--- config.mk ---
export PLATFORM = sky130hd
export DESIGN_NAME = ahb_reg_slave
export DESIGN_NICKNAME = d
export VERILOG_FILES = /design/src/source/ahb_bus_pkg.sv /design/src/source/ahb_map_pkg.sv /design/src/source/ahb_reg_slave.sv
export VERILOG_INCLUDE_DIRS = /design/src /design/src/source
export SDC_FILE = /design/constraint.sdc
export NUM_CORES = 1
export LEC_CHECK = 0
export ABC_AREA = 1
export ABC_CLOCK_PERIOD_IN_PS = 1400
export BUFFER_PORTS_ARGS = -buffer_cell sky130_fd_sc_hd__clkbuf_2
export CORE_UTILIZATION = 35
export DETAILED_ROUTE_END_ITERATION = 8
export HOLD_SLACK_MARGIN = 0.06
export PLACE_DENSITY = 0.58
export SLEW_MARGIN = 15
export SYNTH_ARGS = -nofsm -noshare
export SYNTH_HDL_FRONTEND = slang
export SYNTH_SLANG_ARGS = --single-unit
--- constraint.sdc ---
create_clock -name hclk -period 1.4 [get_ports hclk]
set_clock_uncertainty 0.05 [all_clocks]
set_input_delay 0.07 -clock hclk [delete_from_list [all_inputs] [get_ports hclk]]
set_output_delay 0.07 -clock hclk [all_outputs]
set_load 0.05 [all_outputs]
--- src/source/ahb_cfg.svh ---
`ifndef AHB_CFG_SVH
`define AHB_CFG_SVH

// Bus widths
`define AHB_ADDR_W 32
`define AHB_DATA_W 32

// Slave ports on the node
`define AHB_NB_SLAVES 2

// SRAM region, 1 KiB at the bottom of the map
`define SRAM_BASE  32'h0000_0000
`define SRAM_SIZE  32'h0000_0400
`define SRAM_DEPTH 256

// Register region, 16 word offsets
`define REG_BASE 32'h0001_0000
`define REG_SIZE 32'h0000_0040

// Register slave timing and identity
`define REG_WAIT     2
`define REG_ID_VALUE 32'hA4B0_0101

`endif

--- src/source/ahb_bus_pkg.sv ---
`include "ahb_cfg.svh"

package ahb_bus_pkg;

  // Transfer type as driven on HTRANS
  // Only NONSEQ and SEQ carry a transfer
  typedef enum logic [1:0] {
    IDLE   = 2'b00,
    BUSY   = 2'b01,
    NONSEQ = 2'b10,
    SEQ    = 2'b11
  } htrans_e;

  // Transfer sizes up to the bus width
  typedef enum logic [2:0] {
    BYTE = 3'b000,
    HALF = 3'b001,
    WORD = 3'b010
  } hsize_e;

  // Master request
  // Address phase fields first, write data last
  typedef struct packed {
    logic [`AHB_ADDR_W-1:0] haddr;
    logic                   hwrite;
    htrans_e                htrans;
    hsize_e                 hsize;
    logic [2:0]             hburst;
    logic [3:0]             hprot;
    logic                   hmastlock;
    logic [`AHB_DATA_W-1:0] hwdata;
  } ahb_req_t;

  // Response back to the master
  // From a slave the hready field is its HREADYOUT
  typedef struct packed {
    logic [`AHB_DATA_W-1:0] hrdata;
    logic                   hresp;
    logic                   hready;
  } ahb_rsp_t;

endpackage

--- src/source/ahb_map_pkg.sv ---
`include "ahb_cfg.svh"

package ahb_map_pkg;

  // Slave port numbers on the node
  // Select bits and response entries follow this order
  typedef enum logic [$clog2(`AHB_NB_SLAVES)-1:0] {
    SLV_SRAM = 'd0,
    SLV_REG  = 'd1
  } slave_idx_e;

  // Word offsets inside the register region
  // Offsets past OFF_SCR2 are unimplemented
  typedef enum logic [$clog2(`REG_SIZE/4)-1:0] {
    OFF_ID   = 'd0,
    OFF_SCR0 = 'd1,
    OFF_SCR1 = 'd2,
    OFF_SCR2 = 'd3
  } reg_off_e;

endpackage

--- src/source/ahb_reg_slave.sv ---
`timescale 1ns/1ps
`include "ahb_cfg.svh"

module ahb_reg_slave (
  input  logic                  hclk,
  input  logic                  hreset_n,
  input  ahb_bus_pkg::ahb_req_t req_i,
  input  logic                  sel_i,
  input  logic                  hready_i,
  output ahb_bus_pkg::ahb_rsp_t rsp_o
);
  import ahb_bus_pkg::*;
  import ahb_map_pkg::*;

  localparam int unsigned WAIT_N = `REG_WAIT;
  localparam int          CNT_W  = $clog2(WAIT_N + 1);
  localparam int          OFF_W  = $bits(reg_off_e);

  typedef enum logic [1:0] {ST_IDLE, ST_WAIT, ST_ERR1, ST_ERR2} state_e;

  state_e                      state_q;
  state_e                      state_d;
  logic [CNT_W-1:0]            cnt_q;
  logic [CNT_W-1:0]            cnt_d;
  logic                        xfer;
  logic [OFF_W-1:0]            off;
  logic                        bad;
  logic [OFF_W-1:0]            off_q;
  logic                        write_q;
  logic                        err_q;
  logic                        done;
  logic                        hreadyout;
  logic [2:0][`AHB_DATA_W-1:0] scr_q;
  logic [`AHB_DATA_W-1:0]      rd_data;

  assign xfer = sel_i && hready_i && (req_i.htrans == NONSEQ || req_i.htrans == SEQ);
  assign off  = req_i.haddr[OFF_W+1:2];

  // Write to ID or unimplemented offset
  assign bad = (off > OFF_SCR2) || (req_i.hwrite && off == OFF_ID);

  // OKAY completion on the last wait count
  assign done      = (state_q == ST_WAIT) && (cnt_q == CNT_W'(WAIT_N));
  assign hreadyout = (state_q == ST_IDLE) || done || (state_q == ST_ERR2);

  // Wait counting, then OKAY or the error pair
  always_comb begin
    state_d = state_q;
    cnt_d   = cnt_q;
    case (state_q)
      ST_WAIT: begin
        if (cnt_q != CNT_W'(WAIT_N)) begin
          cnt_d = cnt_q + 1'b1;
        end
        if (err_q && cnt_q == CNT_W'(WAIT_N - 1)) begin
          state_d = ST_ERR1;
        end
      end
      ST_ERR1: state_d = ST_ERR2;
      default: ;
    endcase
    // Ready cycle ends the data phase, maybe starting the next one
    if (hreadyout) begin
      state_d = xfer ? ST_WAIT : ST_IDLE;
      cnt_d   = '0;
    end
  end

  always_ff @(posedge hclk or negedge hreset_n) begin
    if (!hreset_n) begin
      state_q <= ST_IDLE;
      cnt_q   <= '0;
      write_q <= 1'b0;
      err_q   <= 1'b0;
    end else begin
      state_q <= state_d;
      cnt_q   <= cnt_d;
      if (xfer) begin
        write_q <= req_i.hwrite;
        err_q   <= bad;
      end
    end
  end

  // Offset of the accepted transfer
  always_ff @(posedge hclk) begin
    if (xfer) begin
      off_q <= off;
    end
  end

  // Scratch registers take whole words
  always_ff @(posedge hclk or negedge hreset_n) begin
    if (!hreset_n) begin
      scr_q <= '0;
    end else if (done && write_q) begin
      case (off_q)
        OFF_SCR0: scr_q[0] <= req_i.hwdata;
        OFF_SCR1: scr_q[1] <= req_i.hwdata;
        OFF_SCR2: scr_q[2] <= req_i.hwdata;
        default:  ;
      endcase
    end
  end

  always_comb begin
    case (off_q)
      OFF_ID:   rd_data = `REG_ID_VALUE;
      OFF_SCR0: rd_data = scr_q[0];
      OFF_SCR1: rd_data = scr_q[1];
      OFF_SCR2: rd_data = scr_q[2];
      default:  rd_data = '0;
    endcase
  end

  assign rsp_o.hrdata = (done && !write_q) ? rd_data : '0;
  assign rsp_o.hresp  = (state_q == ST_ERR1) || (state_q == ST_ERR2);
  assign rsp_o.hready = hreadyout;

  // Two-cycle ERROR, stalled first then ready
  a_err_pair: assert property (
    @(posedge hclk) disable iff (!hreset_n)
    state_q == ST_ERR1 |->
      (rsp_o.hresp && !rsp_o.hready) ##1 (rsp_o.hresp && rsp_o.hready)
  );

endmodule

# Yosys cells after proc, flatten, opt, wreduce, memory -nomap -nowiden

Cells that the tools add are included.

Register bits after elaboration: 106
Output and inout port bits: 34
Logic and storage cells: 55

Add/subtract/negate cells: 1
Multiplexer cells: 9
$lt $le $gt $ge: 1
Reduce and logical (&&, ||, !) cells: 24
Equal/unequal tests: 12

Operators by type and width:

| cell                                                                            | number |
|---|---|
| 32-bit case mux with 4 select lines                                             | 1 |
| 32-bit 2-to-1 mux                                                               | 1 |
| 2-bit equality test, second input constant                                      | 5 |
| 2-bit 2-to-1 mux                                                                | 5 |
| 2-bit AND reduction                                                             | 5 |
| 4-bit by 2-bit equality test with 1-bit output, second input constant           | 2 |
| 4-bit logical NOT                                                               | 2 |
| 1-bit logical AND                                                               | 7 |
| 1-bit logical OR                                                                | 5 |
| 2-bit by 1-bit equality test with 1-bit output, second input constant           | 2 |
| 4-bit by 1-bit equality test with 1-bit output, second input constant           | 1 |
| 4-bit by 2-bit greater-than comparator with 1-bit output, second input constant | 1 |
| 2-bit case mux with 2 select lines                                              | 1 |
| 2-bit nonzero test                                                              | 2 |
| 3-bit by 2-bit inequality test with 1-bit output, second input constant         | 1 |
| 3-bit nonzero test                                                              | 1 |
| 2-bit by 1-bit adder with 2-bit output, second input constant                   | 1 |
| 2-bit logical NOT                                                               | 1 |
| 2-bit inequality test, second input constant                                    | 1 |
| 1-bit logical NOT                                                               | 1 |
| 1-bit 2-to-1 mux                                                                | 1 |

# Logic depth before layout (Yosys ltp)

Depth after elaboration: 6
Gate-level depth with buffers: 8
Mapped depth without buffers: 7

# Worst setup path before layout

OpenSTA, ideal clock, no wires.

Kind: register to output
Start point: register off_q[3]
End point: output rsp_o[31] (netlist bit)
Setup slack: -0.359 ns
Buffers on the path: 2
Data arrival time: 1.639 ns
Cell stages (with the launch flop): 8
Cells stage by stage: edfxtp_1 -> nor2_1 -> buf_2 -> buf_2 -> nand3_1 -> nand2_1 -> nor2_1 -> nor2_1

RTL lines:

| element                  | RTL line            | text |
|---|---|---|
| start: declaration       | ahb_reg_slave.sv:28 | `logic [OFF_W-1:0] off_q;` |
| start signal: assignment | ahb_reg_slave.sv:88 | `off_q <= off;` |
| end: declaration         | ahb_reg_slave.sv:10 | `output ahb_bus_pkg::ahb_rsp_t rsp_o` |

==> flow_metrics.tcl <==
set metrics [dict create \
    status "finished, violations left" \
    violations "negative setup slack" \
    yosys_most_used_dff "dfrtp_1" \
    syn_avg_cell_area_sq_um 7.49 \
    syn-cell-area_sq_mm 0.00518 \
    p_leak_uw 0.00434 \
    min_period_ns 1.98 \
    cts_tree "built" \
    via_per_inst 5.43 \
    synth-seq-cells 106 \
    root_buffer "clkbuf_16" \
    totalWireLength_microns 21000 \
    initial_core_util 0.358 \
    synth_nets 775 \
    antenna_found_initial 0 \
    diodes 0 \
    worst_setup_path_end_kind "primary output" \
    area_growth_pct 87.4 \
    arrival_ns 1.86 \
    wl_per_cell_microns 19.6 \
    layout_setup_ws_ns -0.581 \
    die_h_microns 124 \
    netSwitchingFraction 0.320 \
    hpwl_microns 9890 \
    crit_fanout 8 \
    fmax_mhz 505 \
    die_area_sq_mm 0.0153 \
    regArea_sq_mm 0.00267 \
    num_vias 5811 \
    io_pins 116 \
    grt_max_degree 31 \
    seq_power_share 0.437 \
    die_w_microns 124 \
    slew_viol_final 0 \
    period_share 1.42 \
    rows 44 \
    critPathRequiredTime_ns 1.28 \
    clock_latency_ns 0.36 \
    fillers 1014 \
    finalHoldViolCount 0 \
    final_nets 966 \
    clock_path_buffers 2 \
    final_antenna_net_count 0 \
    multi_input_area_sq_mm 0.00326 \
    final_cells 1071 \
    synth.most_common_cell "nand2_1" \
    port_buffers 75 \
    p_per_area_mw_per_mm2 905 \
    yosysUniqueCellTypes 21 \
    route.detailed.drc 0 \
    switchingPower_uw 2810 \
    firstDrtPassIters 7 \
    clk_pin_slew_worst_paths_ns 0.08 \
    yosys-top-cells-count "nand2_1 (343), nand3_1 (122), dfrtp_1 (102), inv_1 (33), buf_2 (31)" \
    start_kind "flip-flop" \
    synth-warning-count 0 \
    ys_seq_area_frac 0.516 \
    clock_sink_count 106 \
    fin_setup_tns_ns -63.75 \
    path_class "flip-flop to primary output" \
    irDropWorstVdd_mv 1.49 \
    setup_violations 129 \
    async_flop_share 0.962 \
    synth_top_area_cell "dfrtp_1" \
    cap_violations 0 \
    drive_above_1_share 0.563 \
    gp_congestion 0.776 \
    yosys-top-cells-area "dfrtp_1 (49%), nand2_1 (25%), nand3_1 (12%), buf_2 (3.0%), inv_1 (2.4%)" \
    rrSetupSlack_ns -0.56 \
    hold_class "input pin to async pin" \
    synth_edf_count 4 \
    slew_headroom 0.721 \
    dpl.cell_count 960 \
    grt_pass1_wl_microns 29800 \
    overflow 0 \
    yosysTopAreaCellShare 0.493 \
    comb_power_share 0.265 \
    cts_max_level 3 \
    cts_buffers 9 \
    p_int_uw 5970 \
    synthCells 691 \
    core_sq_mm 0.0145 \
    rsz0062_at_grt "true" \
    worst_pin_slew_ns 0.419 \
    grt_pass1_vias 5659 \
    grtUsageTotal 0.267 \
    drt_iter0_markers 494 \
    clock_power_share 0.299 \
]
repair_timing:
action	in CTS	in global routing
endpoints found under the setup margin	129	134
hold buffers	41	0
endpoints found under the hold margin	205	0
gates cloned	24	4
pin swaps	70	97
gates resized for setup	257	193
buffers inserted	23	15
routing by layer:
metal / GRT usage / vias to the layer above / part of all wire
met5: 0 / - / 0
met4: 0.125 / 0 / 0.035
met3: 0.0746 / 76 / 0.081
met2: 0.451 / 327 / 0.51
met1: 0.314 / 2842 / 0.37
li1: - / 2566 / -
final timing paths:
path | to | cells after the start | startpoint
min in group hclk | off_q[2] | 3 | hready_i
setup / recovery | rsp_o[10] | 9 | off_q[3]
hold reg to reg | scr_q[61] | 2 | scr_q[61]
hold / removal | scr_q[81] | 2 | hreset_n
setup reg to reg | scr_q[22] | 11 | off_q[3]
max in group asynchronous | write_q | 3 | hreset_n
state kept, by name, summed over array words and instances, names as in the netlist:
signal and flops:
off_q 4, write_q 1, scr_q 96, cnt_q 2
state_q 2, err_q 1
cells by family after synthesis:
family,Yosys count,synth area share
adder cells (fa/ha/maj),2,0.00483
AND/OR/NAND/NOR,494,0.394
flip-flops,106,0.516
buffers and inverters,81,0.0757
AO/OA/AOI/OAI,8,0.00919
power by group through the flow:
| stage | clock network, uW | logic (uW) | registers, uW |
|---|---|---|---|
| after global routing | 2760 | 2490 | 3870 |
| after global placement | 0 | 1470 | 3790 |
| after detailed placement | 0 | 1520 | 3810 |
| final | 2620 | 2320 | 3830 |
| after CTS | 2630 | 1990 | 3770 |
| after floorplan | 0 | 936 | 3750 |
final cells by class:
type                    instances  area share
multi-input cells             504       0.336
flip-flops and latches        106       0.276
repair buffers                222       0.305
inverters                      39      0.0279
clock inverters                 3     0.00206
well taps                     184      0.0237
clock buffers                  13      0.0289
stage by stage:
stage / area (sq um) / hold slack [ns] / power [uW] / util / setup slack [ns]
global route: 9700 / 0.161 / 9110 / 0.670 / -0.657
detailed placement: 6560 / -0.0278 / 5330 / 0.453 / -0.233
global placement: 6560 / -0.0309 / 5260 / 0.453 / -0.213
finish: 9700 / 0.135 / 8780 / 0.670 / -0.581
floorplan: 5370 / -0.276 / 4690 / - / -0.161
CTS: 8960 / 0.144 / 8390 / 0.619 / -0.563
layout by cell type (no fill, tap or decap), types with 2 or more instances in the layout:
cell type      instances
inv_4                  3
clkbuf_2              41
nand2_1              165
clkbuf_8               4
dfrtp_1              101
clkbuf_16             26
nand3_4                3
edfxtp_1               4
clkinvlp_4            25
inv_2                  4
buf_8                 12
inv_1                  5
buf_4                 24
nand2_2              143
buf_16                13
nor2_4                18
dlygate4sd3_1         41
nand3_1               63
buf_12                43
nand3_2               57
nor2_1                 2
clkinv_4               2
a21oi_1                3
buf_6                 30
nand2_4               29
nor2_2                 7
nand2_8                6
critical path, stage by stage, from the launching register on:
cell and delay, ns:
edfxtp_1 0.41, nor2_4 0.18, buf_6 0.14, buf_12 0.13, buf_6 0.10, nand3_2 0.06, nand2_1 0.10, nor2_2 0.06
nor2_4 0.15, buf_12 0.15
No activity file was read; power rests on OpenSTA's default activity.
