==> src/source/ahb_cfg.svh <==
`ifndef AHB_CFG_SVH
`define AHB_CFG_SVH

// Bus widths
`define AHB_ADDR_W 32
`define AHB_DATA_W 32

// Slave ports on the node
`define AHB_NB_SLAVES 2

// SRAM region, 1 KiB at the bottom of the map
`define SRAM_BASE  32'h0000_0000
`define SRAM_SIZE  32'h0000_0400
`define SRAM_DEPTH 256

// Register region, 16 word offsets
`define REG_BASE 32'h0001_0000
`define REG_SIZE 32'h0000_0040

// Register slave timing and identity
`define REG_WAIT     2
`define REG_ID_VALUE 32'hA4B0_0101

`endif

==> src/source/ahb_bus_pkg.sv <==
`include "ahb_cfg.svh"

package ahb_bus_pkg;

  // Transfer type as driven on HTRANS
  // Only NONSEQ and SEQ carry a transfer
  typedef enum logic [1:0] {
    IDLE   = 2'b00,
    BUSY   = 2'b01,
    NONSEQ = 2'b10,
    SEQ    = 2'b11
  } htrans_e;

  // Transfer sizes up to the bus width
  typedef enum logic [2:0] {
    BYTE = 3'b000,
    HALF = 3'b001,
    WORD = 3'b010
  } hsize_e;

  // Master request
  // Address phase fields first, write data last
  typedef struct packed {
    logic [`AHB_ADDR_W-1:0] haddr;
    logic                   hwrite;
    htrans_e                htrans;
    hsize_e                 hsize;
    logic [2:0]             hburst;
    logic [3:0]             hprot;
    logic                   hmastlock;
    logic [`AHB_DATA_W-1:0] hwdata;
  } ahb_req_t;

  // Response back to the master
  // From a slave the hready field is its HREADYOUT
  typedef struct packed {
    logic [`AHB_DATA_W-1:0] hrdata;
    logic                   hresp;
    logic                   hready;
  } ahb_rsp_t;

endpackage

==> src/source/ahb_map_pkg.sv <==
`include "ahb_cfg.svh"

package ahb_map_pkg;

  // Slave port numbers on the node
  // Select bits and response entries follow this order
  typedef enum logic [$clog2(`AHB_NB_SLAVES)-1:0] {
    SLV_SRAM = 'd0,
    SLV_REG  = 'd1
  } slave_idx_e;

  // Word offsets inside the register region
  // Offsets past OFF_SCR2 are unimplemented
  typedef enum logic [$clog2(`REG_SIZE/4)-1:0] {
    OFF_ID   = 'd0,
    OFF_SCR0 = 'd1,
    OFF_SCR1 = 'd2,
    OFF_SCR2 = 'd3
  } reg_off_e;

endpackage

==> src/source/ahb_node.sv <==
`timescale 1ns/1ps
`include "ahb_cfg.svh"

module ahb_node (
  input  logic                       hclk,
  input  logic                       hreset_n,
  // Single master side
  input  ahb_bus_pkg::ahb_req_t      req_i,
  output ahb_bus_pkg::ahb_rsp_t      rsp_o,
  // Slave side
  output ahb_bus_pkg::ahb_req_t      slv_req_o,
  output logic [`AHB_NB_SLAVES-1:0]  slv_sel_o,
  output logic                       hready_o,
  input  ahb_bus_pkg::ahb_rsp_t      slv_rsp_i [`AHB_NB_SLAVES]
);
  import ahb_bus_pkg::*;
  import ahb_map_pkg::*;

  // Select of the slave owning the current data phase
  logic [`AHB_NB_SLAVES-1:0] data_sel_q;

  // Region hit for a power-of-two sized, size-aligned region
  function automatic logic in_region(
    input logic [`AHB_ADDR_W-1:0] addr,
    input logic [`AHB_ADDR_W-1:0] base,
    input logic [`AHB_ADDR_W-1:0] size
  );
    return (addr & ~(size - 1'b1)) == base;
  endfunction

  // Address phase decode
  // Purely combinational from the address
  assign slv_sel_o[SLV_SRAM] = in_region(req_i.haddr, `SRAM_BASE, `SRAM_SIZE);
  assign slv_sel_o[SLV_REG]  = in_region(req_i.haddr, `REG_BASE, `REG_SIZE);

  // Request goes to every slave unchanged
  assign slv_req_o = req_i;

  // Slaves see the master HREADY to qualify their address phase
  assign hready_o = rsp_o.hready;

  // Advance the data phase select only when the bus moves
  always_ff @(posedge hclk or negedge hreset_n) begin
    if (!hreset_n) begin
      data_sel_q <= '0;
    end else if (rsp_o.hready) begin
      data_sel_q <= slv_sel_o;
    end
  end

  // Response mux on the registered select
  // No slave registered means unmapped space
  // which answers zero data, OKAY, no wait
  always_comb begin
    rsp_o.hrdata = '0;
    rsp_o.hresp  = 1'b0;
    rsp_o.hready = 1'b1;
    for (int s = 0; s < `AHB_NB_SLAVES; s++) begin
      if (data_sel_q[s]) begin
        rsp_o = slv_rsp_i[s];
      end
    end
  end

  // Regions must not overlap
  a_sel_onehot: assert property (
    @(posedge hclk) disable iff (!hreset_n)
    $onehot0(slv_sel_o)
  );

  // Stall holds the address phase select that the handover registers
  a_sel_hold: assert property (
    @(posedge hclk) disable iff (!hreset_n)
    !rsp_o.hready |=> $stable(slv_sel_o)
  );

endmodule

==> config.mk <==
export PLATFORM = sky130hd
export DESIGN_NAME = ahb_node
export DESIGN_NICKNAME = d
export VERILOG_FILES = /design/src/source/ahb_bus_pkg.sv /design/src/source/ahb_map_pkg.sv /design/src/source/ahb_node.sv
export VERILOG_INCLUDE_DIRS = /design/src /design/src/source
export SDC_FILE = /design/constraint.sdc
export NUM_CORES = 1
export LEC_CHECK = 0
export ABC_AREA = 0
export BUFFER_PORTS_ARGS = -buffer_cell sky130_fd_sc_hd__buf_2
export CAP_MARGIN = 20
export CORE_AREA = 2 2 101 103
export CTS_CLUSTER_SIZE = 30
export DETAILED_ROUTE_END_ITERATION = 12
export DIE_AREA = 0 0 103 105
export PLACE_DENSITY = 0.59
export SYNTH_ARGS = -nofsm -noshare
export SYNTH_HDL_FRONTEND = slang
export SYNTH_SLANG_ARGS = --single-unit
==> constraint.sdc <==
create_clock -name hclk -period 1.1 [get_ports hclk]
set_input_delay 0.11 -clock hclk [delete_from_list [all_inputs] [get_ports hclk]]
set_output_delay 0.11 -clock hclk [all_outputs]
set_load 0.05 [all_outputs]
Word-level counts from Yosys, hierarchy flattened --
Index checks and enable logic that the tools add are counted. Widths: inputs -> output; s select.
Word-level totals: latch bits 0, memory bits (writable) 0, ROM bits 0, word-level logic and storage cells 5, memories kept 0, register bits after elaboration 2
Cells by class: reduce and logical (&&, ||, !) cells 1, div/mod/pow operators 0, shift operators 0, eq/ne operators 1, bitwise logic cells 0, multipliers 0, muxes and demuxes 2, $lt $le $gt $ge 0, add/subtract/negate cells 0
Operators by type and width (number):
- $mux 34 | 2
- $logic_not 32->1 | 1
- $eq 26x11->1 const B | 1

Logic depth before layout (Yosys ltp) --
Gate-level depths: netlist of run 1.
depth in word-level cells 2, gate-level depth with buffers 4, depth with buffers taken out 4

Worst setup path after synthesis of run 1 --
Ideal clock, no wire load.
kind input-to-reg, start point input req_i[66] in the netlist's numbering, end point register data_sel_q[1], path buffers 0, stages 4, slack -909 ps, data arrival time 1940 ps, cell sequence nor4_1 -> nand4_1 -> nor3_1 -> o22a_1
Between the ends: cells in the longest elaborated chain, start to end 1
RTL lines:
- start: declaration | line ahb_node.sv:8 | input ahb_bus_pkg::ahb_req_t req_i,
- $eq 26x11->1 | line ahb_node.sv:28 | return (addr & ~(size - 1'b1)) == base;
- named net slv_sel_o[1] | line ahb_node.sv:12 | output logic [`AHB_NB_SLAVES-1:0] slv_sel_o,
- end signal: assignment | line ahb_node.sv:47 | data_sel_q <= slv_sel_o;
- end: declaration | line ahb_node.sv:20 | logic [`AHB_NB_SLAVES-1:0] data_sel_q;
The timed path passes the listed nets, and every way through them passes these cells. A chain may end at the register's enable or synchronous reset.

==> impl_results.html, run 1 <==
<table>
<tr><th>Metric</th><th>Value</th></tr>
<tr><th colspan="2">Clock network</th></tr>
<tr><td>Clock-pin slew on the worst setup and hold paths</td><td>0.03 ns</td></tr>
<tr><td>TritonCTS clock tree</td><td>yes</td></tr>
<tr><td>CTS root buf</td><td>sky130_fd_sc_hd__clkbuf_8</td></tr>
<tr><td>Max Root-Sink Buffers</td><td>2</td></tr>
<tr><td>Worst-skew pair later-pin latency</td><td>0.21 ns</td></tr>
<tr><td>Clock buffer count from CTS</td><td>3</td></tr>
<tr><td>Number of H-tree branching levels</td><td>1</td></tr>
<tr><td>Number of sinks driven by the clock tree</td><td>2</td></tr>
<tr><th colspan="2">Logic synthesis</th></tr>
<tr><td>Simple-gate portion of the synthesized area</td><td>9.56%</td></tr>
<tr><td>Post-Synthesis Mean Instance Area</td><td>7.47 um2</td></tr>
<tr><td>Main combinational cell family by area after synthesis</td><td>buffers and inverters</td></tr>
<tr><td>Synthesized flop and latch total</td><td>2</td></tr>
<tr><td>Cell area after synthesis</td><td>1110 um2</td></tr>
<tr><td>Share of the synthesized area in compound gates (AO/OA/AOI/OAI)</td><td>29.1%</td></tr>
<tr><td>Fraction of the yosys area taken by sequential cells</td><td>4.50%</td></tr>
<tr><td>Adder and majority cell fraction of the synthesized area</td><td>0%</td></tr>
<tr><td>Multiplexer share of the synthesized area</td><td>0%</td></tr>
<tr><td>Gate count after technology mapping</td><td>149</td></tr>
<tr><td>Number of unique standard cell types used by synthesis</td><td>20</td></tr>
<tr><td>XOR/XNOR share of the synthesized area</td><td>0%</td></tr>
<tr><td>Synth Warn #</td><td>0</td></tr>
<tr><td>Synthesized net count</td><td>297</td></tr>
<tr><th colspan="2">Worst setup path</th></tr>
<tr><td>Element type at the critical path start</td><td>flip-flop</td></tr>
<tr><td>Max stage delay on crit path</td><td>0.43 ns</td></tr>
<tr><td>WP data required</td><td>0.99 ns</td></tr>
<tr><td>Critical Path Sink Type</td><td>output port</td></tr>
<tr><td>Worst Reg-to-Reg Cells</td><td>6</td></tr>
<tr><td>Setup slack of the most critical reg-to-reg path</td><td>-0.09 ns</td></tr>
<tr><td>Startpoint of the lowest-slack register-to-register path</td><td>data_sel_q[1]</td></tr>
<tr><td>Worst-path maximum fanout</td><td>31</td></tr>
<tr><td>Worst-path cell with the longest stage delay</td><td>sky130_fd_sc_hd__dfrtp_2</td></tr>
<tr><td>Buffers and inverters on the worst path</td><td>2</td></tr>
<tr><td>Critical Path, Cell by Cell</td><td>nor2b_4, buf_12, a22o_2, buf_6</td></tr>
<tr><td>Reg-to-reg endpoint</td><td>data_sel_q[0]</td></tr>
<tr><td>Crit-path leading delay family</td><td>flip-flops</td></tr>
<tr><td>Arrival time of the worst setup path</td><td>1.34 ns</td></tr>
<tr><td>Critical Setup Path Class</td><td>reg2out</td></tr>
<tr><th colspan="2">Detailed routing</th></tr>
<tr><td>Number of vias in the routed layout</td><td>1398</td></tr>
<tr><td>Residual DRC count</td><td>0</td></tr>
<tr><td>Initial DRC Count</td><td>17</td></tr>
<tr><td>Average via count per standard cell</td><td>3.69</td></tr>
<tr><td>Wirelength, routed</td><td>5.40 mm</td></tr>
<tr><td>First-pass iteration count of the detailed router</td><td>3</td></tr>
<tr><td>Routed length per instance</td><td>14.2 um</td></tr>
<tr><td>Antenna violation net count after detailed routing</td><td>0</td></tr>
<tr><th colspan="2">Die</th></tr>
<tr><td>I/O pins</td><td>263</td></tr>
<tr><td>Full die area</td><td>10800 um2</td></tr>
<tr><td>Rows</td><td>36</td></tr>
<tr><td>DIE WIDTH</td><td>103 um</td></tr>
<tr><td>Initial cell density of the core</td><td>11.5%</td></tr>
<tr><td>CORE AREA</td><td>9640 um2</td></tr>
<tr><td>Die height</td><td>105 um</td></tr>
<tr><th colspan="2">Timing</th></tr>
<tr><td>Min Clock Period, post-route</td><td>1.45 ns</td></tr>
<tr><td>Post-route worst hold slack</td><td>0.214 ns</td></tr>
<tr><td>Post-route clock skew</td><td>0.00320 ns</td></tr>
<tr><td>Final Hold Vio Count</td><td>0</td></tr>
<tr><td>Max_slew headroom</td><td>80.4%</td></tr>
<tr><td>Count of final setup violators</td><td>39</td></tr>
<tr><td>Worst-margin pin slew</td><td>0.296 ns</td></tr>
<tr><td>Max Transition Viols Final</td><td>0</td></tr>
<tr><td>Final cycle utilization of the critical path</td><td>131%</td></tr>
<tr><td>Final worst setup slack</td><td>-0.346 ns</td></tr>
<tr><td>Setup repair after global routing missed its margin</td><td>true</td></tr>
<tr><td>Setup TNS</td><td>-11.48 ns</td></tr>
<tr><td>Max Clk Rate</td><td>692 MHz</td></tr>
<tr><th colspan="2">Min path</th></tr>
<tr><td>Path category of the worst min-delay check</td><td>in2reg</td></tr>
<tr><td>Worst Hold Depth</td><td>3</td></tr>
<tr><td>Launch instance of the worst min-delay path</td><td>req_i[62]</td></tr>
<tr><td>Hold Path Sink</td><td>data_sel_q[0]</td></tr>
<tr><th colspan="2">Global route</th></tr>
<tr><td>Initial antenna violation count</td><td>0</td></tr>
<tr><td>Overall Global Routing Usage</td><td>8.84%</td></tr>
<tr><td>Largest net degree at the start of global routing</td><td>32</td></tr>
<tr><td>Global-route wire length before repair</td><td>7.12 mm</td></tr>
<tr><td>Vias in the first global route</td><td>1456</td></tr>
<tr><td>GRT Residual Overflow</td><td>0</td></tr>
<tr><th colspan="2">Cells and area</th></tr>
<tr><td>Core occupancy in the finished layout</td><td>25.9%</td></tr>
<tr><td>Area used by multi-input combinational logic</td><td>838 um2</td></tr>
<tr><td>Filler cell count</td><td>1031</td></tr>
<tr><td>Largest regs</td><td>data_sel_q (2)</td></tr>
<tr><td>Fin nets</td><td>396</td></tr>
<tr><td>Register ranked first by flip-flop count</td><td>data_sel_q</td></tr>
<tr><td>Area Overhead vs Synth</td><td>124%</td></tr>
<tr><td>Flip-flop count of the largest register after layout</td><td>2</td></tr>
<tr><td>Storage element area</td><td>52.6 um2</td></tr>
<tr><td>Diode insertion count for antenna repair</td><td>0</td></tr>
<tr><td>Proportion of layout cells with a drive suffix above 1</td><td>94.7%</td></tr>
<tr><th colspan="2">Outcome</th></tr>
<tr><td>Violations in the final reports</td><td>negative setup slack</td></tr>
<tr><td>Status</td><td>finished, violations left</td></tr>
<tr><th colspan="2">Power</th></tr>
<tr><td>Max rail drop VDD</td><td>0.000141 V</td></tr>
<tr><td>Leakage power figure</td><td>1.30 nW</td></tr>
<tr><td>Switching Power</td><td>0.377 mW</td></tr>
<tr><td>Switching share of total power</td><td>42.7%</td></tr>
<tr><td>Total power per unit cell area</td><td>354 nW/um2</td></tr>
<tr><td>Total power</td><td>0.883 mW</td></tr>
<tr><td>Total internal power</td><td>0.506 mW</td></tr>
<tr><td>Part of the power in combinational logic</td><td>59.4%</td></tr>
<tr><td>Proportion of power drawn by flip-flops and latches</td><td>8.4%</td></tr>
<tr><td>Clock network fraction of total power</td><td>32.2%</td></tr>
<tr><th colspan="2">Place</th></tr>
<tr><td>Number of buffers inserted by port buffering</td><td>158</td></tr>
<tr><td>Total half-perimeter wirelength after legalization and detailed placement</td><td>4.62 mm</td></tr>
<tr><td>Final RePlAce weighted congestion</td><td>0.673</td></tr>
<tr><th colspan="2">Job</th></tr>
<tr><td>Max Cap Violations</td><td>0</td></tr>
</table>
-- synth_stat cells, drive strengths merged --
master	number	area [um2]
clkbuf	6	22.5
a2111oi	1	15.0
nand2	5	18.8
buf	80	598
nor2	4	15.0
o22a	1	8.76
nor4	4	31.3
o21ai	3	15.0
or2	1	6.26
nand4	1	6.26
a22o	31	272
inv	3	11.3
nand3b	1	7.51
o31ai	1	7.51
nor3	3	15.0
a31oi	1	6.26
nor2b	1	6.26
dfrtp	2	50.1
-- how the worst max path moves through the flow --
stage / from / end / slack [ns] / cells after the start
detailed placement: req_i[66] / data_sel_q[1] / -0.49 / 6
global placement: req_i[66] / data_sel_q[1] / -0.44 / 6
finish: data_sel_q[1] / rsp_o[33] / -0.35 / 4
CTS: data_sel_q[1] / rsp_o[33] / -0.36 / 4
global route: data_sel_q[1] / rsp_o[33] / -0.41 / 4
floorplan: req_i[71] / data_sel_q[1] / -0.19 / 4
-- placed cells by master (no fill, tap or decap), drive strengths merged --
cell / n
a2111oi: 1
a22o: 31
a31oi: 1
buf: 179
clkbuf: 3
dfrtp: 2
dlygate4sd3: 1
inv: 3
nand2: 5
nand3b: 1
nand4: 1
nor2: 4
nor2b: 1
nor3: 3
nor4: 4
o21ai: 3
o22a: 1
o31ai: 1
or2: 1
-- area by class of cell --
type | instances | share of cell area, %
multi-input cells | 58 | 33.6
clock buffers | 3 | 1.66
inverters | 3 | 0.552
repair buffers | 180 | 55.4
well taps | 133 | 6.68
flip-flops and latches | 2 | 2.11
-- per-layer routing --
metal	global-route usage, %	up-vias	share of wire (%)
met1	6.50	624	29
met5	0	-	0
met4	4.70	0	3.6
met3	3.01	22	12
met2	18.4	111	56
li1	-	641	-
-- cells by family after synthesis --
group | count (synthesis)
compound gates | 38
buf+inv | 89
flops | 2
simple gates | 20
-- stage by stage --
stage,cells,setup slack [ns],instance area (um2)
after CTS,378,-0.361,2460
final,379,-0.346,2490
after global placement,374,-0.445,1990
after global routing,379,-0.405,2490
after floorplan,149,-0.194,1560
after detailed placement,374,-0.490,1990
-- worst min-delay path, stage by stage --
cell                      delay, ns
sky130_fd_sc_hd__buf_2         0.09
sky130_fd_sc_hd__buf_4         0.12
sky130_fd_sc_hd__o31ai_2       0.06
-- what timing repair did --
| action | CTS | global route |
|---|---|---|
| buffers inserted | 0 | 1 |
| setup endpoints to repair | 39 | 39 |
| hold endpoints to repair | 2 | 0 |
| pin swaps | 4 | 1 |
| hold buffers | 1 | 0 |
| resized for setup | 121 | 6 |
-- power by group through the flow --
stage	logic, mW	registers, mW	clock network [mW]
global placement	0.497	0.0749	0
detailed placement	0.505	0.0749	0
global route	0.553	0.0741	0.312
CTS	0.528	0.0741	0.292
floorplan	0.779	0.0749	0
finish	0.525	0.0741	0.284
No activity file was read; power rests on OpenSTA's default activity.
==> run 2, diff against run 1 <==
PLACE_DENSITY = default   (was 0.59)
==> run 2 against run 1 <==
Hold slack gained 0.0061 ns; largest power group unchanged; die area is the same; clock power grew 4%; maximum frequency shrank 0.50%; final cell count shrank 1.3%; sequential share of layout area is essentially flat; via count shrank 1.4%; the flow still finishes with violations (negative setup slack); sequential cell count is the same; core utilization shrank 0.21 points; critical path depth is the same.
==> impl_results.html, run 2 (same netlist as run 1, synthesis figures left out) <==
<table>
<tr><th>Metric</th><th>Value</th></tr>
<tr><th colspan="2">Detailed routing</th></tr>
<tr><td>Average via count per standard cell</td><td>3.68 (was 3.69)</td></tr>
<tr><td>Residual DRC count</td><td>0 (unchanged)</td></tr>
<tr><td>Routed length per instance</td><td>14.1 um (was 14.2 um)</td></tr>
<tr><td>First-pass iteration count of the detailed router</td><td>4 (was 3)</td></tr>
<tr><td>Wirelength, routed</td><td>5.29 mm (was 5.40 mm)</td></tr>
<tr><td>Initial DRC Count</td><td>20 (was 17)</td></tr>
<tr><td>Number of vias in the routed layout</td><td>1378 (was 1398)</td></tr>
<tr><td>Antenna violation net count after detailed routing</td><td>0 (unchanged)</td></tr>
<tr><th colspan="2">Die</th></tr>
<tr><td>Rows</td><td>36 (unchanged)</td></tr>
<tr><td>Full die area</td><td>10800 um2 (unchanged)</td></tr>
<tr><td>CORE AREA</td><td>9640 um2 (unchanged)</td></tr>
<tr><td>Initial cell density of the core</td><td>11.5% (unchanged)</td></tr>
<tr><td>DIE WIDTH</td><td>103 um (unchanged)</td></tr>
<tr><td>Die height</td><td>105 um (unchanged)</td></tr>
<tr><td>I/O pins</td><td>263 (unchanged)</td></tr>
<tr><th colspan="2">Cells and area</th></tr>
<tr><td>Leading cell type in the layout, fill and taps excluded</td><td>sky130_fd_sc_hd__buf_2 (unchanged)</td></tr>
<tr><td>Core occupancy in the finished layout</td><td>25.6% (was 25.9%)</td></tr>
<tr><td>Fin nets</td><td>391 (was 396)</td></tr>
<tr><td>Largest regs</td><td>data_sel_q (2) (unchanged)</td></tr>
<tr><td>Area Overhead vs Synth</td><td>122% (was 124%)</td></tr>
<tr><td>Diode insertion count for antenna repair</td><td>0 (unchanged)</td></tr>
<tr><td>Proportion of layout cells with a drive suffix above 1</td><td>94.6% (was 94.7%)</td></tr>
<tr><td>Leading cell types in the layout, fill and taps excluded</td><td>115 x sky130_fd_sc_hd__buf_2, 32 x sky130_fd_sc_hd__buf_8, 30 x sky130_fd_sc_hd__a22o_4 (was 115 x sky130_fd_sc_hd__buf_2, 31 x sky130_fd_sc_hd__buf_8, 30 x sky130_fd_sc_hd__a22o_4)</td></tr>
<tr><td>Flip-flop count of the largest register after layout</td><td>2 (unchanged)</td></tr>
<tr><td>Register ranked first by flip-flop count</td><td>data_sel_q (unchanged)</td></tr>
<tr><th colspan="2">Global route</th></tr>
<tr><td>Global-route wire length before repair</td><td>7.02 mm (was 7.12 mm)</td></tr>
<tr><td>GRT Residual Overflow</td><td>0 (unchanged)</td></tr>
<tr><td>Largest net degree at the start of global routing</td><td>32 (unchanged)</td></tr>
<tr><td>Overall Global Routing Usage</td><td>8.65% (was 8.84%)</td></tr>
<tr><td>Initial antenna violation count</td><td>1 (was 0)</td></tr>
<tr><td>Vias in the first global route</td><td>1369 (was 1456)</td></tr>
<tr><th colspan="2">Timing</th></tr>
<tr><td>Count of final setup violators</td><td>39 (unchanged)</td></tr>
<tr><td>Worst-margin pin slew</td><td>0.302 ns (was 0.296 ns)</td></tr>
<tr><td>Final Hold Vio Count</td><td>0 (unchanged)</td></tr>
<tr><td>Max Clk Rate</td><td>688 MHz (was 692 MHz)</td></tr>
<tr><td>Max_slew headroom</td><td>80.0% (was 80.4%)</td></tr>
<tr><td>Final worst setup slack</td><td>-0.353 ns (was -0.346 ns)</td></tr>
<tr><td>Min Clock Period, post-route</td><td>1.45 ns (about the same)</td></tr>
<tr><td>Max Transition Viols Final</td><td>0 (unchanged)</td></tr>
<tr><td>Post-route clock skew</td><td>0.000257 ns (was 0.00320 ns)</td></tr>
<tr><td>Final cycle utilization of the critical path</td><td>132% (was 131%)</td></tr>
<tr><td>Setup repair after global routing missed its margin</td><td>true (unchanged)</td></tr>
<tr><th colspan="2">Clock network</th></tr>
<tr><td>CTS root buf</td><td>sky130_fd_sc_hd__clkbuf_8 (unchanged)</td></tr>
<tr><td>Number of sinks driven by the clock tree</td><td>2 (unchanged)</td></tr>
<tr><td>Clock buffer count from CTS</td><td>3 (unchanged)</td></tr>
<tr><td>Number of H-tree branching levels</td><td>1 (unchanged)</td></tr>
<tr><td>Max Root-Sink Buffers</td><td>2 (unchanged)</td></tr>
<tr><td>Clock-pin slew on the worst setup and hold paths</td><td>0.03 ns (about the same)</td></tr>
<tr><td>Worst-skew pair later-pin latency</td><td>0.21 ns (about the same)</td></tr>
<tr><td>TritonCTS clock tree</td><td>yes (unchanged)</td></tr>
<tr><th colspan="2">Power</th></tr>
<tr><td>Total internal power</td><td>0.496 mW (was 0.506 mW)</td></tr>
<tr><td>Switching share of total power</td><td>43.8% (was 42.7%)</td></tr>
<tr><td>Proportion of power drawn by flip-flops and latches</td><td>8.4% (about the same)</td></tr>
<tr><td>Clock network fraction of total power</td><td>33.3% (was 32.2%)</td></tr>
<tr><td>Part of the power in combinational logic</td><td>58.3% (was 59.4%)</td></tr>
<tr><td>Leakage power figure</td><td>1.28 nW (was 1.30 nW)</td></tr>
<tr><td>Switching Power</td><td>0.387 mW (was 0.377 mW)</td></tr>
<tr><td>Total power per unit cell area</td><td>357 nW/um2 (was 354 nW/um2)</td></tr>
<tr><td>Max rail drop VDD</td><td>0.000103 V (was 0.000141 V)</td></tr>
<tr><td>Total power</td><td>0.883 mW (about the same)</td></tr>
<tr><th colspan="2">Place</th></tr>
<tr><td>Final RePlAce weighted congestion</td><td>0.682 (was 0.673)</td></tr>
<tr><td>Total half-perimeter wirelength after legalization and detailed placement</td><td>4.62 mm (about the same)</td></tr>
<tr><td>Number of buffers inserted by port buffering</td><td>158 (unchanged)</td></tr>
<tr><th colspan="2">Outcome</th></tr>
<tr><td>Violations in the final reports</td><td>negative setup slack (unchanged)</td></tr>
<tr><td>Status</td><td>finished, violations left (unchanged)</td></tr>
<tr><th colspan="2">Worst setup path</th></tr>
<tr><td>Arrival time of the worst setup path</td><td>1.34 ns (about the same)</td></tr>
<tr><td>Critical Setup Path Class</td><td>reg2out (unchanged)</td></tr>
<tr><td>Max stage delay on crit path</td><td>0.43 ns (about the same)</td></tr>
<tr><td>Worst-path cell with the longest stage delay</td><td>sky130_fd_sc_hd__dfrtp_2 (unchanged)</td></tr>
<tr><td>Critical Path, Cell by Cell</td><td>nor2b_4, buf_12, a22o_2, buf_6 (unchanged)</td></tr>
<tr><td>Worst-path maximum fanout</td><td>31 (unchanged)</td></tr>
<tr><td>Crit-path leading delay family</td><td>flip-flops (unchanged)</td></tr>
<tr><td>Critical Path Sink Type</td><td>output port (unchanged)</td></tr>
<tr><td>Buffers and inverters on the worst path</td><td>2 (unchanged)</td></tr>
<tr><td>Element type at the critical path start</td><td>flip-flop (unchanged)</td></tr>
<tr><td>WP data required</td><td>0.99 ns (about the same)</td></tr>
<tr><th colspan="2">Job</th></tr>
<tr><td>Max Cap Violations</td><td>0 (unchanged)</td></tr>
<tr><th colspan="2">Min path</th></tr>
<tr><td>Path category of the worst min-delay check</td><td>in2out (was in2reg)</td></tr>
</table>
==> run 2: cell types whose count changed in the layout (fill, tap and decap cells not counted) <==
| cell | change |
|---|---|
| sky130_fd_sc_hd__buf_4 | -5 |
| sky130_fd_sc_hd__buf_6 | -1 |
| sky130_fd_sc_hd__buf_8 | +1 |
| sky130_fd_sc_hd__nor3_2 | -1 |
| sky130_fd_sc_hd__nor3_4 | +1 |
| sky130_fd_sc_hd__nor4_2 | +1 |
| sky130_fd_sc_hd__nor4_4 | -1 |
| sky130_fd_sc_hd__o21ai_2 | -1 |
| sky130_fd_sc_hd__o21ai_4 | +1 |
| sky130_fd_sc_hd__o31ai_2 | -1 |
| sky130_fd_sc_hd__o31ai_4 | +1 |
==> run 2: timing repair <==
action	CTS	global route
endpoints found under the setup margin	39	39
hold buffers	1	0
buffers inserted	0	2
pin swaps	8	4
resized for setup	123	8
hold endpoints to repair	2	0
==> run 2: power groups by stage <==
| stage | logic, mW | registers, mW | clock network (mW) |
|---|---|---|---|
| global route | 0.542 | 0.0741 | 0.314 |
| floorplan | 0.779 | 0.0749 | 0 |
| finish | 0.515 | 0.0742 | 0.294 |
| CTS | 0.514 | 0.0741 | 0.302 |
| global placement | 0.484 | 0.0749 | 0 |
| detailed placement | 0.493 | 0.0749 | 0 |
==> run 2: per-layer routing <==
layer	part of all wire, %	GRT usage, %
met1	28	6.62
met4	3.0	3.76
met5	0	0
met2	56	17.9
met3	13	3.34
==> run 2: cell type report <==
| class | count | area (um2) |
|---|---|---|
| Clock buffer | 3 | 41.3 |
| Fill cell | 1026 | 7170 |
| Inverter | 3 | 13.8 |
| Multi-Input combinational cell | 58 | 852 |
| Sequential cell | 2 | 52.6 |
| Tap cell | 133 | 166 |
| Timing Repair Buffer | 175 | 1350 |
==> run 2: worst paths after layout <==
path / slack, ns / from / cells after the start / endpoint
hold reg to reg: 0.66 / data_sel_q[0] / 3 / data_sel_q[0]
max in group asynchronous: 0.75 / hreset_n / 2 / data_sel_q[1]
hold / removal: 0.22 / req_i[16] / 0 / slv_req_o[16]
setup / recovery: -0.35 / data_sel_q[1] / 4 / rsp_o[33]
min in group asynchronous: 0.24 / hreset_n / 2 / data_sel_q[0]
setup reg to reg: -0.12 / data_sel_q[1] / 6 / data_sel_q[0]
==> run 2: through the flow <==
step           setup TNS, ns  worst slack [ns]  instances  hold WS, ns  instance area (um2)
2_1_floorplan          -2.99            -0.194        149       -0.186                 1560
4_1_cts               -12.04            -0.362        372        0.219                 2420
6_report              -11.56            -0.353        374        0.220                 2470
3_5_place_dp           -8.41            -0.424        368      -0.0956                 1950
3_3_place_gp           -7.79            -0.410        368      -0.0952                 1950
5_1_grt               -13.30            -0.393        374        0.220                 2470
==> run 3, diff against run 2 <==
CAP_MARGIN = default   (was 20)
PLACE_DENSITY_LB_ADDON = 0.1   (was default)
==> run 3 against run 2 <==
The run still ends with negative setup slack left; clock skew about the same; clock-buffer cell count unchanged; largest power group unchanged; wire length increased by 9.4%; clock power decreased by 2%; sequential cell count unchanged.
==> impl_results.html, run 3 (same netlist as run 1, synthesis figures left out) <==
<table>
<tr><th>Metric</th><th>Value</th></tr>
<tr><th colspan="2">Die</th></tr>
<tr><td>Initial cell density of the core</td><td>11.5% (unchanged)</td></tr>
<tr><td>I/O pins</td><td>263 (unchanged)</td></tr>
<tr><td>DIE WIDTH</td><td>103 um (unchanged)</td></tr>
<tr><td>Rows</td><td>36 (unchanged)</td></tr>
<tr><td>CORE AREA</td><td>9640 um2 (unchanged)</td></tr>
<tr><td>Full die area</td><td>10800 um2 (unchanged)</td></tr>
<tr><td>Die height</td><td>105 um (unchanged)</td></tr>
<tr><th colspan="2">Job</th></tr>
<tr><td>Max Cap Violations</td><td>0 (unchanged)</td></tr>
<tr><th colspan="2">Place</th></tr>
<tr><td>Number of buffers inserted by port buffering</td><td>158 (unchanged)</td></tr>
<tr><td>Instance area after placement</td><td>2170 um2 (was 1950 um2)</td></tr>
<tr><td>Total half-perimeter wirelength after legalization and detailed placement</td><td>5.16 mm (was 4.62 mm)</td></tr>
<tr><td>Final RePlAce weighted congestion</td><td>0.654 (was 0.682)</td></tr>
<tr><th colspan="2">Worst setup path</th></tr>
<tr><td>Crit-path leading delay family</td><td>buffers and inverters (was flip-flops)</td></tr>
<tr><td>Startpoint of the lowest-slack register-to-register path</td><td>data_sel_q[1] (unchanged)</td></tr>
<tr><td>Setup slack of the most critical reg-to-reg path</td><td>-0.03 ns (was -0.12 ns)</td></tr>
<tr><td>Critical Setup Path Class</td><td>reg2out (unchanged)</td></tr>
<tr><td>Critical Path Sink Type</td><td>output port (unchanged)</td></tr>
<tr><td>Critical Path, Cell by Cell</td><td>buf_12, buf_12, a22o_4, buf_6 (was nor2b_4, buf_12, a22o_2, buf_6)</td></tr>
<tr><td>Worst Reg-to-Reg Cells</td><td>5 (was 6)</td></tr>
<tr><td>Max stage delay on crit path</td><td>0.42 ns (was 0.43 ns)</td></tr>
<tr><td>Worst-path cell with the longest stage delay</td><td>sky130_fd_sc_hd__dfrtp_2 (unchanged)</td></tr>
<tr><td>Worst-path maximum fanout</td><td>14 (was 31)</td></tr>
<tr><td>Cell repeated most along the worst path</td><td>sky130_fd_sc_hd__buf_12</td></tr>
<tr><td>Buffers and inverters on the worst path</td><td>3 (was 2)</td></tr>
<tr><td>Element type at the critical path start</td><td>flip-flop (unchanged)</td></tr>
<tr><td>Arrival time of the worst setup path</td><td>1.35 ns (was 1.34 ns)</td></tr>
<tr><td>Reg-to-reg endpoint</td><td>data_sel_q[0] (unchanged)</td></tr>
<tr><td>WP data required</td><td>0.99 ns (about the same)</td></tr>
<tr><th colspan="2">Timing</th></tr>
<tr><td>Setup repair after global routing missed its margin</td><td>true (unchanged)</td></tr>
<tr><td>Final Hold Vio Count</td><td>0 (unchanged)</td></tr>
<tr><td>Max Clk Rate</td><td>686 MHz (was 688 MHz)</td></tr>
<tr><td>Max_slew headroom</td><td>82.3% (was 80.0%)</td></tr>
<tr><td>Max Transition Viols Final</td><td>0 (unchanged)</td></tr>
<tr><td>Min Clock Period, post-route</td><td>1.46 ns (was 1.45 ns)</td></tr>
<tr><td>Post-route worst hold slack</td><td>0.220 ns (unchanged)</td></tr>
<tr><td>Post-route clock skew</td><td>0.000653 ns (was 0.000257 ns)</td></tr>
<tr><td>Final cycle utilization of the critical path</td><td>132% (about the same)</td></tr>
<tr><td>Count of final setup violators</td><td>38 (was 39)</td></tr>
<tr><td>Worst-margin pin slew</td><td>0.267 ns (was 0.302 ns)</td></tr>
<tr><td>Final worst setup slack</td><td>-0.357 ns (was -0.353 ns)</td></tr>
<tr><th colspan="2">Global route</th></tr>
<tr><td>Initial antenna violation count</td><td>0 (was 1)</td></tr>
<tr><td>GRT Residual Overflow</td><td>0 (unchanged)</td></tr>
<tr><td>Global-route wire length before repair</td><td>8.00 mm (was 7.02 mm)</td></tr>
<tr><td>Overall Global Routing Usage</td><td>9.69% (was 8.65%)</td></tr>
<tr><td>Vias in the first global route</td><td>1550 (was 1369)</td></tr>
<tr><td>Largest net degree at the start of global routing</td><td>17 (was 32)</td></tr>
<tr><th colspan="2">Clock network</th></tr>
<tr><td>Clock buffer count from CTS</td><td>3 (unchanged)</td></tr>
<tr><td>Max Root-Sink Buffers</td><td>2 (unchanged)</td></tr>
<tr><td>Clock-pin slew on the worst setup and hold paths</td><td>0.03 ns (about the same)</td></tr>
<tr><td>Number of sinks driven by the clock tree</td><td>2 (unchanged)</td></tr>
<tr><td>Worst-skew pair later-pin latency</td><td>0.21 ns (about the same)</td></tr>
<tr><td>Number of H-tree branching levels</td><td>1 (unchanged)</td></tr>
<tr><td>TritonCTS clock tree</td><td>yes (unchanged)</td></tr>
<tr><td>CTS root buf</td><td>sky130_fd_sc_hd__clkbuf_8 (unchanged)</td></tr>
<tr><th colspan="2">Power</th></tr>
<tr><td>Leakage power figure</td><td>1.37 nW (was 1.28 nW)</td></tr>
<tr><td>Total power</td><td>0.925 mW (was 0.883 mW)</td></tr>
<tr><td>Total power per unit cell area</td><td>361 nW/um2 (was 357 nW/um2)</td></tr>
<tr><td>Max rail drop VDD</td><td>0.000254 V (was 0.000103 V)</td></tr>
<tr><th colspan="2">Detailed routing</th></tr>
<tr><td>Antenna violation net count after detailed routing</td><td>0 (unchanged)</td></tr>
<tr><td>Average via count per standard cell</td><td>3.74 (was 3.68)</td></tr>
<tr><td>Residual DRC count</td><td>0 (unchanged)</td></tr>
<tr><td>First-pass iteration count of the detailed router</td><td>4 (unchanged)</td></tr>
<tr><td>Routed length per instance</td><td>14.5 um (was 14.1 um)</td></tr>
<tr><td>Number of vias in the routed layout</td><td>1487 (was 1378)</td></tr>
<tr><td>Initial DRC Count</td><td>25 (was 20)</td></tr>
<tr><td>Wirelength, routed</td><td>5.79 mm (was 5.29 mm)</td></tr>
<tr><th colspan="2">Cells and area</th></tr>
<tr><td>Proportion of layout cells with a drive suffix above 1</td><td>94.7% (was 94.6%)</td></tr>
<tr><td>Largest regs</td><td>data_sel_q (2) (unchanged)</td></tr>
<tr><td>Register ranked first by flip-flop count</td><td>data_sel_q (unchanged)</td></tr>
<tr><td>Core occupancy in the finished layout</td><td>26.6% (was 25.6%)</td></tr>
<tr><td>Flip-flop count of the largest register after layout</td><td>2 (unchanged)</td></tr>
<tr><td>Diode insertion count for antenna repair</td><td>0 (unchanged)</td></tr>
<tr><td>Leading cell types in the layout, fill and taps excluded</td><td>115 x sky130_fd_sc_hd__buf_2, 38 x sky130_fd_sc_hd__buf_6, 35 x sky130_fd_sc_hd__buf_4 (was 115 x sky130_fd_sc_hd__buf_2, 32 x sky130_fd_sc_hd__buf_8, 30 x sky130_fd_sc_hd__a22o_4)</td></tr>
<tr><td>Area Overhead vs Synth</td><td>130% (was 122%)</td></tr>
<tr><td>Fin nets</td><td>415 (was 391)</td></tr>
<tr><td>Area of all placed cells without fillers</td><td>2560 um2 (was 2470 um2)</td></tr>
<tr><td>Leading cell type in the layout, fill and taps excluded</td><td>sky130_fd_sc_hd__buf_2 (unchanged)</td></tr>
<tr><th colspan="2">Min path</th></tr>
<tr><td>Launch instance of the worst min-delay path</td><td>req_i[16] (unchanged)</td></tr>
<tr><td>Path category of the worst min-delay check</td><td>in2out (unchanged)</td></tr>
<tr><td>Hold Path Sink</td><td>slv_req_o[16] (unchanged)</td></tr>
<tr><td>Worst Hold Depth</td><td>0 (unchanged)</td></tr>
<tr><th colspan="2">Outcome</th></tr>
<tr><td>Status</td><td>finished, violations left (unchanged)</td></tr>
<tr><td>Violations in the final reports</td><td>negative setup slack (unchanged)</td></tr>
</table>
[run 3: changes by cell type in the layout (fill, tap and decap cells not counted), sizes merged]
cell / change
buf: +24
[run 3: metrics by stage]
step / setup TNS (ns) / setup slack (ns) / instances
2_1_floorplan: -2.99 / -0.194 / 149
3_3_place_gp: -7.82 / -0.433 / 393
3_5_place_dp: -8.06 / -0.446 / 393
4_1_cts: -12.84 / -0.367 / 398
5_1_grt: -13.62 / -0.391 / 398
6_report: -12.16 / -0.357 / 398
[run 3: final cells by class]
class                   count  area, um2
clock buffers               3       41.3
well taps                 133        166
repair buffers            199       1450
multi-input cells          58        838
fillers                  1053       7080
flip-flops and latches      2       52.6
inverters                   3       11.3
[run 3: what timing repair did]
item,4_1_cts,5_1_grt
endpoints found under the setup margin,39,39
setup buffers,1,0
pin swaps,5,8
endpoints found under the hold margin,2,0
hold buffers,1,0
gates resized for setup,84,14
[run 3: how the worst max path moves through the flow]
stage	start	endpoint	slack (ns)	cells after the start
detailed placement	req_i[66]	data_sel_q[1]	-0.45	6
CTS	data_sel_q[1]	rsp_o[13]	-0.37	4
floorplan	req_i[71]	data_sel_q[1]	-0.19	4
finish	data_sel_q[1]	rsp_o[11]	-0.36	4
global route	data_sel_q[1]	rsp_o[11]	-0.39	4
global placement	req_i[66]	slv_sel_o[0]	-0.43	6
[run 3: layer usage]
layer  routed length (um)  track usage, %  part of all wire (%)
met5                    0            2.05                     0
met4                  224            4.98                   3.9
met3                  735            3.75                    13
met2                 3220            19.9                    56
met1                 1610            7.02                    28
[run 3: report_power, final]
part	switching (mW)	internal (mW)	leakage [nW]
registers	0.0000000283	0.0742	0.0246
logic	0.330	0.234	1.32
clock network	0.0557	0.231	0.0216
total	0.386	0.539	1.37
